[src/design/monitor_pkg.sv]
// Controller monitor shared types
package monitor_pkg;

  //////////////////////////////////////////////////
  // Rule set
  //////////////////////////////////////////////////

  // Number of rules the monitor checks, fixed by the rule table
  localparam int NUM_RULES = 8;

  // Index of one rule
  typedef logic [2:0] rule_idx_t;

  // One bit per rule, bit k belongs to rule k
  typedef logic [NUM_RULES-1:0] rule_mask_t;

  //////////////////////////////////////////////////
  // Controller and bus observations
  //////////////////////////////////////////////////

  // PC source select as driven by the controller
  typedef enum logic [2:0] {
    PC_BOOT     = 3'd0,
    PC_JUMP     = 3'd1,
    PC_BRANCH   = 3'd2,
    PC_MRET     = 3'd3,
    PC_TRAP_NMI = 3'd4
  } pc_mux_e;

  // Controller signals sampled every cycle
  typedef struct packed {
    logic    pc_set;
    pc_mux_e pc_mux;
    logic    intr_taken;
    logic    id_ld_stall;
    logic    id_invalid;
    logic    fencei_in_wb;
    logic    fencei_flush_req;
    logic    fencei_flush_ack;
    logic    nmi_is_store;
    logic    nmi_pending;
  } ctrl_obs_t;

  // Data bus signals, request and response side together
  typedef struct packed {
    logic req;
    logic gnt;
    logic rvalid;
    logic we;
    logic err;
  } bus_obs_t;

  //////////////////////////////////////////////////
  // Internal records and results
  //////////////////////////////////////////////////

  // Bus error tracker result
  // first_err is a pulse, latched and is_write are levels
  typedef struct packed {
    logic first_err;
    logic latched;
    logic is_write;
  } err_state_t;

  // Inputs of one rule lane
  typedef struct packed {
    logic trigger;
    logic forbid_now;
    logic forbid_next;
  } rule_obs_t;

  // Violation log result, the count travels on its own port
  typedef struct packed {
    rule_mask_t flags;
    logic       first_valid;
    rule_idx_t  first_rule;
  } log_state_t;

endpackage

[src/design/bus_error_tracker.sv]
// Data bus error tracker
`timescale 1ns/1ps

module bus_error_tracker
  import monitor_pkg::*;
(
  input  logic       clk,
  input  logic       rst_n,
  input  bus_obs_t   bus_i,
  input  logic       nmi_clear_i,
  output err_state_t err_o
);

  // A request only counts once it has been granted
  logic       granted;
  // Number of transactions waiting for their response
  logic [1:0] cnt_q;
  // Write flags of outstanding transactions, entry 1 is the older one
  logic [1:0] type_q;
  logic       latched_q;
  logic       is_write_q;
  logic       first_err;
  logic       oldest_we;

  assign granted = bus_i.req && bus_i.gnt;

  // Only the first error response after a clear is of interest
  assign first_err = bus_i.rvalid && bus_i.err && !latched_q;

  // With a single transaction in flight the oldest one sits in entry 0
  assign oldest_we = (cnt_q == 2'd1) ? type_q[0] : type_q[1];

  //////////////////////////////////////////////////
  // Outstanding count
  //////////////////////////////////////////////////

  always_ff @(posedge clk or negedge rst_n) begin
    if (!rst_n) begin
      cnt_q <= 2'd0;
    end else if (granted && !bus_i.rvalid) begin
      cnt_q <= cnt_q + 2'd1;
    end else if (!granted && bus_i.rvalid) begin
      cnt_q <= cnt_q - 2'd1;
    end
  end

  // New write flag enters entry 0
  // When two are in flight and one retires, the history shifts so the newer one becomes oldest
  always_ff @(posedge clk) begin
    if (granted && (!bus_i.rvalid || cnt_q == 2'd2)) begin
      type_q <= {type_q[0], bus_i.we};
    end else if (granted) begin
      type_q[0] <= bus_i.we;
    end
  end

  //////////////////////////////////////////////////
  // First error latch
  //////////////////////////////////////////////////

  // The latch holds until the core takes the NMI trap
  always_ff @(posedge clk or negedge rst_n) begin
    if (!rst_n) begin
      latched_q  <= 1'b0;
      is_write_q <= 1'b0;
    end else if (first_err) begin
      latched_q  <= 1'b1;
      is_write_q <= oldest_we;
    end else if (nmi_clear_i) begin
      latched_q  <= 1'b0;
    end
  end

  assign err_o.first_err = first_err;
  assign err_o.latched   = latched_q;
  assign err_o.is_write  = is_write_q;

  // The core never issues more than two data transactions at once
  a_max_two_outstanding :
    assert property (@(posedge clk) disable iff (!rst_n) cnt_q <= 2'd2)
      else $error("bus_error_tracker: more than two outstanding transactions");

endmodule

[src/design/rule_decoder.sv]
// Rule trigger decoder
`timescale 1ns/1ps

module rule_decoder
  import monitor_pkg::*;
(
  input  ctrl_obs_t                 ctrl_i,
  input  err_state_t                err_i,
  output rule_obs_t [NUM_RULES-1:0] rules_o,
  output logic                      nmi_trap_o
);

  // PC set events decoded from the mux select
  logic branch_set;
  logic jump_set;
  // NMI flags that disagree with the tracker's latched error
  logic nmi_mismatch;
  logic req_no_ack;
  logic req_and_ack;

  assign branch_set = ctrl_i.pc_set && (ctrl_i.pc_mux == PC_BRANCH);

  // An mret counts as a jump for the back-to-back rule
  assign jump_set = ctrl_i.pc_set &&
                    ((ctrl_i.pc_mux == PC_JUMP) || (ctrl_i.pc_mux == PC_MRET));

  assign nmi_trap_o = ctrl_i.pc_set && (ctrl_i.pc_mux == PC_TRAP_NMI);

  assign nmi_mismatch = (ctrl_i.nmi_is_store != err_i.is_write) || !ctrl_i.nmi_pending;

  assign req_no_ack  = ctrl_i.fencei_flush_req && !ctrl_i.fencei_flush_ack;
  assign req_and_ack = ctrl_i.fencei_flush_req && ctrl_i.fencei_flush_ack;

  //////////////////////////////////////////////////
  // Rule table
  //////////////////////////////////////////////////

  always_comb begin
    // No back-to-back branch
    rules_o[0] = '{trigger: branch_set, forbid_now: 1'b0, forbid_next: branch_set};
    // No back-to-back jump or mret
    rules_o[1] = '{trigger: jump_set, forbid_now: 1'b0, forbid_next: jump_set};
    // Interrupt-taken event lasts one cycle
    rules_o[2] = '{trigger:     ctrl_i.intr_taken,
                   forbid_now:  1'b0,
                   forbid_next: ctrl_i.intr_taken};
    // Load stall is a subset of ID invalid
    rules_o[3] = '{trigger:     ctrl_i.id_ld_stall,
                   forbid_now:  !ctrl_i.id_invalid,
                   forbid_next: 1'b0};
    // Flush request only with a fence.i in writeback
    rules_o[4] = '{trigger:     ctrl_i.fencei_flush_req,
                   forbid_now:  !ctrl_i.fencei_in_wb,
                   forbid_next: 1'b0};
    // Request may not drop before it is acknowledged
    rules_o[5] = '{trigger:     req_no_ack,
                   forbid_now:  1'b0,
                   forbid_next: !ctrl_i.fencei_flush_req};
    // Request must drop right after the handshake
    rules_o[6] = '{trigger:     req_and_ack,
                   forbid_now:  1'b0,
                   forbid_next: ctrl_i.fencei_flush_req};
    // Controller NMI flags follow the first bus error one cycle later
    rules_o[7] = '{trigger: err_i.first_err, forbid_now: 1'b0, forbid_next: nmi_mismatch};
  end

endmodule

[src/design/rule_lane.sv]
// Single rule checker lane
`timescale 1ns/1ps

module rule_lane
  import monitor_pkg::*;
(
  input  logic      clk,
  input  logic      rst_n,
  input  rule_obs_t rule_i,
  output logic      violation_o
);

  // Trigger seen in the previous cycle
  logic trig_q;

  always_ff @(posedge clk or negedge rst_n) begin
    if (!rst_n) begin
      trig_q <= 1'b0;
    end else begin
      trig_q <= rule_i.trigger;
    end
  end

  // Same-cycle part and next-cycle part of the rule
  // Both may hit at once, which still gives a single pulse
  assign violation_o = (rule_i.trigger && rule_i.forbid_now) ||
                       (trig_q && rule_i.forbid_next);

endmodule

[src/design/violation_log.sv]
// Sticky violation log
`timescale 1ns/1ps

module violation_log
  import monitor_pkg::*;
#(
  parameter int COUNT_W = 4
) (
  input  logic               clk,
  input  logic               rst_n,
  input  logic               clear_i,
  input  rule_mask_t         viol_i,
  output log_state_t         state_o,
  output logic [COUNT_W-1:0] count_o
);

  // Sum is wide enough for the count plus up to eight new hits
  localparam int SUM_W = COUNT_W + 4;
  localparam logic [COUNT_W-1:0] CNT_MAX = '1;

  log_state_t         state_q;
  logic [COUNT_W-1:0] count_q;
  logic [COUNT_W-1:0] count_base;
  logic [3:0]         hits;
  logic [SUM_W-1:0]   sum;
  rule_idx_t          lowest;
  // After a clear the log restarts from this cycle's pulses alone
  logic               restart;

  //////////////////////////////////////////////////
  // Per-cycle decode of the pulse mask
  //////////////////////////////////////////////////

  // Population count and lowest set index in one pass
  always_comb begin
    hits   = 4'd0;
    lowest = '0;
    for (int i = NUM_RULES - 1; i >= 0; i--) begin
      hits = hits + 4'(viol_i[i]);
      if (viol_i[i]) lowest = rule_idx_t'(i);
    end
  end

  assign restart    = clear_i || !state_q.first_valid;
  assign count_base = clear_i ? '0 : count_q;
  assign sum        = SUM_W'(count_base) + SUM_W'(hits);

  always_ff @(posedge clk or negedge rst_n) begin
    if (!rst_n) begin
      state_q <= '0;
      count_q <= '0;
    end else begin
      state_q.flags <= clear_i ? viol_i : (state_q.flags | viol_i);
      // First rule only moves when the log is empty
      if (restart) begin
        state_q.first_valid <= |viol_i;
        state_q.first_rule  <= lowest;
      end
      count_q <= (sum > SUM_W'(CNT_MAX)) ? CNT_MAX : sum[COUNT_W-1:0];
    end
  end

  assign state_o = state_q;
  assign count_o = count_q;

  // Flags and first-rule record are updated together and may never drift apart
  a_flags_imply_first :
    assert property (@(posedge clk) disable iff (!rst_n)
                     (|state_q.flags) |-> state_q.first_valid)
      else $error("violation_log: flag set without a first rule");

endmodule

[src/design/ctrl_monitor_top.sv]
// Controller runtime monitor top level
`timescale 1ns/1ps

module ctrl_monitor_top
  import monitor_pkg::*;
#(
  parameter int COUNT_W = 4
) (
  input  logic               clk,
  input  logic               rst_n,
  input  ctrl_obs_t          ctrl_i,
  input  bus_obs_t           bus_i,
  input  logic               clear_i,
  output log_state_t         state_o,
  output logic [COUNT_W-1:0] count_o
);

  // NMI trap seen by the decoder, clears the tracker's error latch
  logic                      nmi_trap;
  err_state_t                err_state;
  rule_obs_t [NUM_RULES-1:0] rules;
  rule_mask_t                viol;

  //////////////////////////////////////////////////
  // Observation front end
  //////////////////////////////////////////////////

  bus_error_tracker u_tracker (
    .clk         (clk),
    .rst_n       (rst_n),
    .bus_i       (bus_i),
    .nmi_clear_i (nmi_trap),
    .err_o       (err_state)
  );

  rule_decoder u_decoder (
    .ctrl_i     (ctrl_i),
    .err_i      (err_state),
    .rules_o    (rules),
    .nmi_trap_o (nmi_trap)
  );

  //////////////////////////////////////////////////
  // Rule lanes and log
  //////////////////////////////////////////////////

  // Each lane keeps its own history so rules overlap freely
  for (genvar k = 0; k < NUM_RULES; k++) begin : g_lane
    rule_lane u_lane (
      .clk         (clk),
      .rst_n       (rst_n),
      .rule_i      (rules[k]),
      .violation_o (viol[k])
    );
  end

  violation_log #(
    .COUNT_W (COUNT_W)
  ) u_log (
    .clk     (clk),
    .rst_n   (rst_n),
    .clear_i (clear_i),
    .viol_i  (viol),
    .state_o (state_o),
    .count_o (count_o)
  );

endmodule

[config.mk]
export PLATFORM = sky130hd
export DESIGN_NAME = ctrl_monitor_top
export DESIGN_NICKNAME = d
export VERILOG_FILES = /design/src/design/monitor_pkg.sv /design/src/design/bus_error_tracker.sv /design/src/design/rule_decoder.sv /design/src/design/rule_lane.sv /design/src/design/violation_log.sv /design/src/design/ctrl_monitor_top.sv
export SDC_FILE = /design/constraint.sdc
export NUM_CORES = 1
export LEC_CHECK = 0
export BUFFER_PORTS_ARGS = -buffer_cell sky130_fd_sc_hd__buf_2
export CAP_MARGIN = 20
export CORE_UTILIZATION = 41
export DETAILED_ROUTE_END_ITERATION = 10
export GPL_ROUTABILITY_DRIVEN = 0
export HOLD_SLACK_MARGIN = 0.08
export PLACE_DENSITY = 0.7
export SLEW_MARGIN = 10
export SYNTH_ARGS = -nofsm -noshare
export SYNTH_HDL_FRONTEND = slang
export SYNTH_HIERARCHICAL = 1
export SYNTH_SLANG_ARGS = --single-unit
[constraint.sdc]
create_clock -name clk -period 4.87 [get_ports clk]
set_input_delay 0 -clock clk [delete_from_list [all_inputs] [get_ports clk]]
set_output_delay 0 -clock clk [all_outputs]
set_load 0.01 [all_outputs]
==> summary.md, run 1 <==
| Metric | Value |
|---|---|
| Status | finished, final reports clean |
| H-tree Lvls | 2 |
| Final core utilization | 50.7% |
| CTS tree | done |
| Syn_area_per_cell | 11.0 um^2 |
| R2r startpoint | g_lane[0].u_lane/trig_q |
| Initial antenna violation count | 0 |
| Grt ovf | 0 |
| Cell Area, Synth | 0.00175 mm^2 |
| Crit path largest cell delay | 0.55 ns |
| HPWL after detailed placement | 2210 um |
| Area Growth Syn to Fin | 17.8% |
| Row count | 23 |
| Post-Synthesis Cells | 158 |
| Post-CTS setup buffers | 0 |
| Switching power total | 239 uW |
| Vias | 1128 |
| Crit path launch | ctrl_i[10] |
| Initial cell density of the core | 43.0% |
| DR vias/cell | 4.59 |
| Crit Path Max Fanout | 4 |
| Fraction of layout cells with a size suffix above 1 | 27.0% |
| Sequential cell area | 761 um^2 |
| Int Pwr | 578 uW |
| Fmax | 268 MHz |
| Startpoint type of the worst setup path | primary input |
| Fillers | 372 |
| Die area | 0.00452 mm^2 |
| Total global-route track usage | 15.2% |
| Die Height | 67.2 um |
| DRC viols | 0 |
| Ant diodes | 0 |
| Yosys warnings | 6 |
| Hold Path Origin | clear_i |
| Total CTS buffers | 5 |
| Clock Latency Late Sink | 0.28 ns |
| Comb pwr share | 30.7% |
| Final wirelength | 2960 um |
| Fin crit period | 3.73 ns |
| Period utilisation layout | 76.5% |
| RSZ-0062 raised after global routing | false |
| Worst-path clk slew | 0.06 ns |
| First-pass GRT wire length | 5010 um |
| Width of the die | 67.2 um |
| Pleak | 0.00110 uW |
| Post-route setup TNS | 0 ns |
| Min-delay worst type | primary input to register |
| Area of the multi-input gates | 767 um^2 |
| CP Data Arrival Time | 3.93 ns |
| CP Class | primary input to register |
| Final Max Tran Viols | 0 |
| Commonest non-fill, non-tap cells in the layout | 35 x buf_2, 28 x dfrtp_1, 18 x inv_1 |
| Pin count of the biggest net entering global routing | 29 |
| IO buf count | 35 |
| Core area | 0.00406 mm^2 |
| Maximum buffer depth of the clock tree | 2 |
| Iteration-0 DRC count of the detailed router | 59 |
| IO Count | 36 |
| PD cells | 397 mW/mm^2 |
| Required @ worst endpoint | 5.08 ns |
| Slew HR | 56.2% |
| Pre-Repair DR Iteration Count | 4 |
| Vias in the first global route | 1135 |
| Setup Skew | 0.00308 ns |
| Crit-path cells | dlygate4sd3_1, buf_2, and4bb_2, a22o_1, fa_1, inv_1, fa_1, fa_1, fa_1, fa_1, nor2b_1, o21ai_0, nand3b_1 |
| Clock power frac | 29.8% |
| Element type at the critical path end | register |
| Endpoints failing hold | 0 |
| Final setup vio count | 0 |
| Post-DRT Antenna Nets | 0 |
| Root buffer cell | clkbuf_8 |
| Sink Count | 30 |
| Final #Nets | 230 |
| Seq pwr share | 39.5% |
| Transition time of the tightest slew-check pin | 0.657 ns |
| Crit path max-delay cell type | fa_1 |
| Switching Share | 29.2% |
| Most used cell, CP | fa_1 |
| Peak VDD IR | 0.245 mV |
| DR WL/cell | 12.0 um |
| Max Cap Violations | 0 |
| Commonest non-fill, non-tap cell in the layout | buf_2 |
[final cells by class]
class                   count  share of cell area, %
multi-input cells          93                   37.3
flip-flops and latches     30                   37.0
repair buffers             46                   13.9
inverters                  19                   3.47
clock buffers               5                   3.35
well taps                  50                   3.04
clock inverters             3                   1.95
[sequential cells by signal (all words and copies together), names as in the netlist]
register              flops
u_log/count_o             4
u_log/state_o            12
u_tracker/cnt_q           2
u_tracker/type_q          2
u_tracker/latched_q       1
g_lane.u_lane/trig_q      8
u_tracker/is_write_q      1
[per-layer routing]
| layer | track usage, % | vias to the layer above | wire length [um] | part of all wire (%) |
|---|---|---|---|---|
| met5 | 0 | - | 0 | 0 |
| met4 | 6.38 | 0 | 32 | 1.1 |
| met3 | 4.05 | 5 | 127 | 4.3 |
| met2 | 24.6 | 28 | 1320 | 45 |
| met1 | 19.0 | 523 | 1480 | 50 |
| li1 | - | 572 | - | - |
[critical path: cells and delay by family]
family                   cells  cell delay [ns]
buffers and inverters        3             0.68
adder cells (fa/ha/maj)      5             2.36
AND/OR/NAND/NOR              3             0.52
AO/OA/AOI/OAI                2             0.37
[power groups by stage]
stage               logic [uW]  registers [uW]  clock network, uW
floorplan                  187             336                  0
global placement           237             326                  0
detailed placement         247             328                  0
CTS                        254             323                253
global route               292             329                262
finish                     251             323                243
[path summary, 6_finish.rpt]
kind / slack (ns) / to / cells past startpoint
max: 1.14 / u_log/count_o[1] / 13
min: 0.09 / u_log/state_o[2] / 4
max reg2reg: 1.38 / u_log/count_o[1] / 10
min reg2reg: 0.47 / u_tracker/latched_q / 1
max in group asynchronous: 4.15 / u_log/state_o[9] / 2
min in group asynchronous: 0.29 / g_lane[4].u_lane/trig_q / 2
[what timing repair did]
item	in CTS	in global routing
hold endpoints to repair	37	0
hold buffers	11	0
setup endpoints to repair	0	0
resized for setup	0	0
[metrics by stage]
stage | power [uW] | setup WS [ns] | area, um^2 | instances | hold WS [ns]
after floorplan | 522 | 1.56 | 1770 | 165 | -0.296
after global placement | 563 | 1.48 | 1840 | 227 | 0.0575
after detailed placement | 575 | 1.40 | 1840 | 227 | 0.0687
after CTS | 830 | 1.16 | 2060 | 246 | 0.0874
after global routing | 884 | 0.926 | 2060 | 246 | 0.105
final | 817 | 1.14 | 2060 | 246 | 0.0902
No activity file was read; power rests on OpenSTA's default activity.
==> run 2, diff against run 1 <==
--- a/config.mk
+++ b/config.mk
@@ -11,7 +11,7 @@
 export DETAILED_ROUTE_END_ITERATION = 10
 export GPL_ROUTABILITY_DRIVEN = 0
 export HOLD_SLACK_MARGIN = 0.08
-export PLACE_DENSITY = 0.7
+export PLACE_DENSITY = 0.72
 export SLEW_MARGIN = 10
 export SYNTH_ARGS = -nofsm -noshare
 export SYNTH_HDL_FRONTEND = slang
==> constraint.sdc (replaced) <==
create_clock -name clk -period 3.3 [get_ports clk]
set_input_delay 0 -clock clk [delete_from_list [all_inputs] [get_ports clk]]
set_output_delay 0 -clock clk [all_outputs]
set_load 0.01 [all_outputs]
==> summary.md, run 2 (synthesized netlist as in run 1, its figures left out) <==
| Metric | Value |
|---|---|
| Fin crit period | 3.30 ns |
| FF-to-FF path depth | 10 (unchanged) |
| CP Data Arrival Time | 3.46 ns (was 3.93 ns) |
| Vias in the first global route | 1154 (was 1135) |
| Ant diodes | 0 (unchanged) |
| Startpoint type of the worst setup path | register (was primary input) |
| Initial antenna violation count | 0 (unchanged) |
| FF-to-FF End | u_log/count_o[2] (was u_log/count_o[1]) |
| Area of placed instances | 0.00187 mm^2 (was 0.00184 mm^2) |
| Slew HR | 59.3% (was 56.2%) |
| Post-route cell area | 0.00207 mm^2 (was 0.00206 mm^2) |
| Total global-route track usage | 15.6% (was 15.2%) |
| H-tree Lvls | 2 (unchanged) |
| Vias | 1146 (was 1128) |
| IO buf count | 35 (unchanged) |
| Pleak | 0.00112 uW (was 0.00110 uW) |
| Die area | 0.00452 mm^2 (unchanged) |
| DR vias/cell | 4.58 (was 4.59) |
| Row count | 23 (unchanged) |
| HPWL after detailed placement | 2230 um (was 2210 um) |
| Final wirelength | 3000 um (was 2960 um) |
| Hold depth | 4 (unchanged) |
| Iteration-0 DRC count of the detailed router | 54 (was 59) |
| Worst-path clk slew | 0.07 ns (was 0.06 ns) |
| Fraction of layout cells with a size suffix above 1 | 29.0% (was 27.0%) |
| Setup Skew | 0.00808 ns (was 0.00308 ns) |
| Endpoints failing hold | 0 (unchanged) |
| Final setup vio count | 0 (unchanged) |
| Core area | 0.00406 mm^2 (unchanged) |
| Final #Nets | 234 (was 230) |
| PD cells | 554 mW/mm^2 (was 397 mW/mm^2) |
| Peak VDD IR | 0.295 mV (was 0.245 mV) |
| Pin count of the biggest net entering global routing | 29 (unchanged) |
| CP Class | register to register (was primary input to register) |
| Element type at the critical path end | register (unchanged) |
| Clock Latency Late Sink | 0.28 ns (about the same) |
| Commonest non-fill, non-tap cell in the layout | buf_2 (unchanged) |
| Hold Path Origin | clear_i (unchanged) |
| Area Growth Syn to Fin | 18.6% (was 17.8%) |
| Maximum buffer depth of the clock tree | 2 (unchanged) |
| Min setup slack post-route | 0.00265 ns (was 1.14 ns) |
| Crit Path Max Fanout | 4 (unchanged) |
| Initial cell density of the core | 43.0% (unchanged) |
| DR WL/cell | 12.0 um (about the same) |
| Period utilisation layout | 99.9% |
| Pre-Repair DR Iteration Count | 4 (unchanged) |
| Largest register FFs | 12 (unchanged) |
| R2r startpoint | g_lane[0].u_lane/trig_q (unchanged) |
| First-pass GRT wire length | 5050 um (was 5010 um) |
| Status | finished, final reports clean (unchanged) |
| IO Count | 36 (unchanged) |
| Die Height | 67.2 um (unchanged) |
| Commonest non-fill, non-tap cells in the layout | 35 x buf_2, 28 x dfrtp_1, 18 x inv_1 (unchanged) |
| CTS tree | done (unchanged) |
| Hold EP | u_log/state_o[2] (unchanged) |
| Grt ovf | 0 (unchanged) |
| DRC viols | 0 (unchanged) |
| Max Cap Violations | 0 (unchanged) |
| RSZ-0062 raised after global routing | true (was false) |
| Post-DRT Antenna Nets | 0 (unchanged) |
| Required @ worst endpoint | 3.47 ns (was 5.08 ns) |
| Total CTS buffers | 5 (unchanged) |
| Min-delay worst type | primary input to register (unchanged) |
| Worst reg-to-reg setup slack | 0.003 ns (was 1.38 ns) |
| Root buffer cell | clkbuf_8 (unchanged) |
| Post-CTS setup buffers | 0 (unchanged) |
| Transition time of the tightest slew-check pin | 0.611 ns (was 0.657 ns) |
| Final Max Tran Viols | 0 (unchanged) |
| Width of the die | 67.2 um (unchanged) |
| Pre-CTS setup slack | -0.0509 ns (was 1.40 ns) |
| Fmax | 303 MHz |
| Sink Count | 30 (unchanged) |
-- run 2: report_power, final --
| part | switching, uW | total [uW] | internal, uW |
|---|---|---|---|
| clock | 135 | 280 | 145 |
| sequential | 40.5 | 480 | 440 |
| combinational | 183 | 387 | 205 |
| total | 358 | 1150 | 789 |
-- run 2: cell type report --
class                   instances  area, um^2
fillers                       360        1990
multi-input cells              93         779
flip-flops and latches         30         761
repair buffers                 50         315
clock buffers                   6        72.6
inverters                      19        71.3
well taps                      50        62.6
clock inverters                 2        8.76
-- run 2: routing by layer --
layer	up-vias	part of all wire [%]	GRT usage [%]	wire length [um]
met2	29	47	26.1	1410
met1	533	47	19.0	1420
met5	-	0	0	0
met3	5	4.5	4.05	134
li1	579	-	-	-
met4	0	1.4	6.38	42
-- run 2: metrics by stage --
step	setup TNS, ns	hold WS [ns]	total power (uW)	utilization (%)	std cells
6_report	0	0.0901	1150	51.0	250
3_5_place_dp	-0.112	0.0586	851	46.1	231
2_1_floorplan	0	-0.296	774	-	165
5_1_grt	-0.401	0.123	1240	51.0	250
4_1_cts	0	0.0869	1150	50.8	250
3_3_place_gp	0	0.0547	840	46.1	231
-- run 2: repair_timing --
action / 4_1_cts / 5_1_grt
endpoints found under the hold margin: 37 / 0
cloned: 0 / 0
gates resized for setup: 1 / 2
hold buffers: 11 / 0
endpoints found under the setup margin: 3 / 4
pin swaps: 0 / 1
-- run 2: worst max-delay path, stage by stage, from the launching register on --
cell      delay (ns)
dfrtp_1         0.36
a22o_1          0.23
fa_1            0.54
inv_1           0.05
fa_1            0.52
fa_1            0.43
fa_2            0.37
fa_2            0.39
xnor2_2         0.15
nor2_1          0.08
o21bai_1        0.06
-- run 2: worst max path at each step --
stage / start / to / slack [ns] / depth (start not counted)
after floorplan: g_lane[0].u_lane/trig_q / u_log/count_o[2] / 0.05 / 10
after global placement: g_lane[0].u_lane/trig_q / u_log/count_o[2] / 0.02 / 10
after detailed placement: g_lane[0].u_lane/trig_q / u_log/count_o[2] / -0.05 / 10
after CTS: g_lane[0].u_lane/trig_q / u_log/count_o[1] / 0.00003 / 10
after global routing: g_lane[0].u_lane/trig_q / u_log/count_o[2] / -0.12 / 10
final: g_lane[0].u_lane/trig_q / u_log/count_o[2] / 0.003 / 10
==> run 3, diff against run 2 <==
--- a/config.mk
+++ b/config.mk
@@ -7,11 +7,13 @@
 export LEC_CHECK = 0
 export BUFFER_PORTS_ARGS = -buffer_cell sky130_fd_sc_hd__buf_2
 export CAP_MARGIN = 20
-export CORE_UTILIZATION = 41
+export CELL_PAD_IN_SITES_DETAIL_PLACEMENT = 1
+export CELL_PAD_IN_SITES_GLOBAL_PLACEMENT = 2
+export CORE_UTILIZATION = 31
 export DETAILED_ROUTE_END_ITERATION = 10
 export GPL_ROUTABILITY_DRIVEN = 0
 export HOLD_SLACK_MARGIN = 0.08
-export PLACE_DENSITY = 0.72
+export PLACE_DENSITY = 0.81
 export SLEW_MARGIN = 10
 export SYNTH_ARGS = -nofsm -noshare
 export SYNTH_HDL_FRONTEND = slang
==> summary.md, run 3 (synthesized netlist as in run 1, its figures left out) <==
| Metric | Value |
|---|---|
| Final Max Tran Viols | 0 (unchanged) |
| Post-layout total power | 1140 uW (was 1150 uW) |
| Peak VDD IR | 0.183 mV (was 0.295 mV) |
| Transition time of the tightest slew-check pin | 0.625 ns (was 0.611 ns) |
| Vias | 1198 (was 1146) |
| Slew HR | 58.3% (was 59.3%) |
| Worst-path clk slew | 0.06 ns (was 0.07 ns) |
| Grt ovf | 0 (unchanged) |
| First-pass GRT wire length | 5890 um (was 5050 um) |
| Row count | 26 (was 23) |
| DR vias/cell | 4.44 (was 4.58) |
| Sink Count | 30 (unchanged) |
| Die area | 0.00593 mm^2 (was 0.00452 mm^2) |
| Largest register FFs | 12 (unchanged) |
| Total global-route track usage | 13.0% (was 15.6%) |
| Core area | 0.00527 mm^2 (was 0.00406 mm^2) |
| Area Growth Syn to Fin | 19.4% (was 18.6%) |
| Pre-CTS setup slack | -0.0542 ns (was -0.0509 ns) |
| Fmax | 302 MHz (was 303 MHz) |
| Commonest non-fill, non-tap cell in the layout | buf_2 (unchanged) |
| Endpoints failing hold | 0 (unchanged) |
| CP Class | primary input to register (was register to register) |
| Min setup slack post-route | -0.0161 ns (was 0.00265 ns) |
| CTS tree | done (unchanged) |
| Final setup vio count | 1 (was 0) |
| DRC viols | 0 (unchanged) |
| Initial antenna violation count | 0 (unchanged) |
| Total CTS buffers | 5 (unchanged) |
| Required @ worst endpoint | 3.50 ns (was 3.47 ns) |
| IO buf count | 35 (unchanged) |
| Setup Skew | 0.00494 ns (was 0.00808 ns) |
| Commonest non-fill, non-tap cells in the layout | 35 x buf_2, 28 x dfrtp_1, 18 x inv_1 (unchanged) |
| Root buffer cell | clkbuf_8 (unchanged) |
| Clock Latency Late Sink | 0.28 ns (about the same) |
| CP Data Arrival Time | 3.52 ns (was 3.46 ns) |
| PD cells | 545 mW/mm^2 (was 554 mW/mm^2) |
| Iteration-0 DRC count of the detailed router | 34 (was 54) |
| RSZ-0062 raised after global routing | true (unchanged) |
| Width of the die | 77.0 um (was 67.2 um) |
| Failing checks | negative setup slack |
| Pre-Repair DR Iteration Count | 4 (unchanged) |
| Crit Path Max Fanout | 4 (unchanged) |
| Fraction of layout cells with a size suffix above 1 | 28.5% (was 29.0%) |
| Initial cell density of the core | 33.1% (was 43.0%) |
| Ant diodes | 0 (unchanged) |
| Die Height | 77.0 um (was 67.2 um) |
| Fin crit period | 3.32 ns (was 3.30 ns) |
| Post-DRT Antenna Nets | 0 (unchanged) |
| Min-delay worst type | primary input to register (unchanged) |
| H-tree Lvls | 2 (unchanged) |
| Period utilisation layout | 100% (was 99.9%) |
| Max Cap Violations | 0 (unchanged) |
| Element type at the critical path end | register (unchanged) |
| Pin count of the biggest net entering global routing | 29 (unchanged) |
| Final wirelength | 3320 um (was 3000 um) |
| Pleak | 0.00110 uW (was 0.00112 uW) |
| Final #Nets | 234 (unchanged) |
| Maximum buffer depth of the clock tree | 2 (unchanged) |
| Startpoint type of the worst setup path | primary input (was register) |
| Status | finished, violations left (was finished, final reports clean) |
| HPWL after detailed placement | 2580 um (was 2230 um) |
| Vias in the first global route | 1260 (was 1154) |
| DR WL/cell | 12.3 um (was 12.0 um) |
| IO Count | 36 (unchanged) |
## run 3: cell count changes in the layout (fill, tap and decap cells not counted), sizes merged
cell,previous run,this run
clkinv,2,0
buf,39,40
dlygate4sd3,11,10
clkbuf,6,8
## run 3: path summary, 6_finish.rpt
check,slack (ns),from,cells after the start,to
setup / recovery,-0.02,ctrl_i[10],13,u_log/count_o[2]
hold / removal,0.09,ctrl_i[8],4,g_lane[1].u_lane/trig_q
setup reg to reg,0,g_lane[0].u_lane/trig_q,10,u_log/count_o[2]
hold reg to reg,0.46,u_tracker/type_q[0],0,u_tracker/type_q[1]
max in group asynchronous,2.62,rst_n,2,g_lane[3].u_lane/trig_q
min in group asynchronous,0.28,rst_n,2,u_log/state_o[11]
## run 3: area by class of cell
type	instances	area, um^2
inverter	19	71.3
fill	615	3190
multi-input combinational	93	772
timing repair buffer	50	313
clock buffer	8	80.1
sequential	30	761
tap	70	87.6
## run 3: metrics by stage
step                hold slack, ns  std cells  util [%]  setup TNS, ns  instance area, um^2
floorplan                   -0.296        165         -              0                 1770
global placement            0.0631        251      35.9              0                 1890
detailed placement          0.0631        251      35.9        -0.0772                 1890
CTS                         0.0859        269      39.4              0                 2080
global route                 0.107        270      39.6         -0.267                 2080
finish                      0.0862        270      39.6        -0.0161                 2080
## run 3: report_power, final
part	internal [uW]	switching (uW)
logic	197	181
registers	440	39.6
clock network	149	130
total	786	350
## run 3: per-layer routing
layer  vias to the layer above  GRT usage [%]  part of all wire, %
met5                         -              0                    0
met4                         0           6.79                  2.3
met3                         7           3.33                  5.2
met2                        32           20.4                   45
met1                       578           16.3                   47
li1                        581              -                    -
## run 3: repair_timing
item / in CTS / in global routing
resized for setup: 1 / 0
setup buffers: 0 / 1
endpoints found under the setup margin: 3 / 4
hold endpoints to repair: 37 / 0
hold buffers: 10 / 0
pin swaps: 0 / 1
## run 3: worst max-delay path, stage by stage
cell and delay [ns]:
buf_2 0.09, dlygate4sd3_1 0.54, nor2_1 0.05, a22o_1 0.24, fa_1 0.51, inv_1 0.05, fa_1 0.52, fa_1 0.43
fa_2 0.36, fa_2 0.38, xnor2_1 0.18, nor2_1 0.06, o21bai_1 0.11
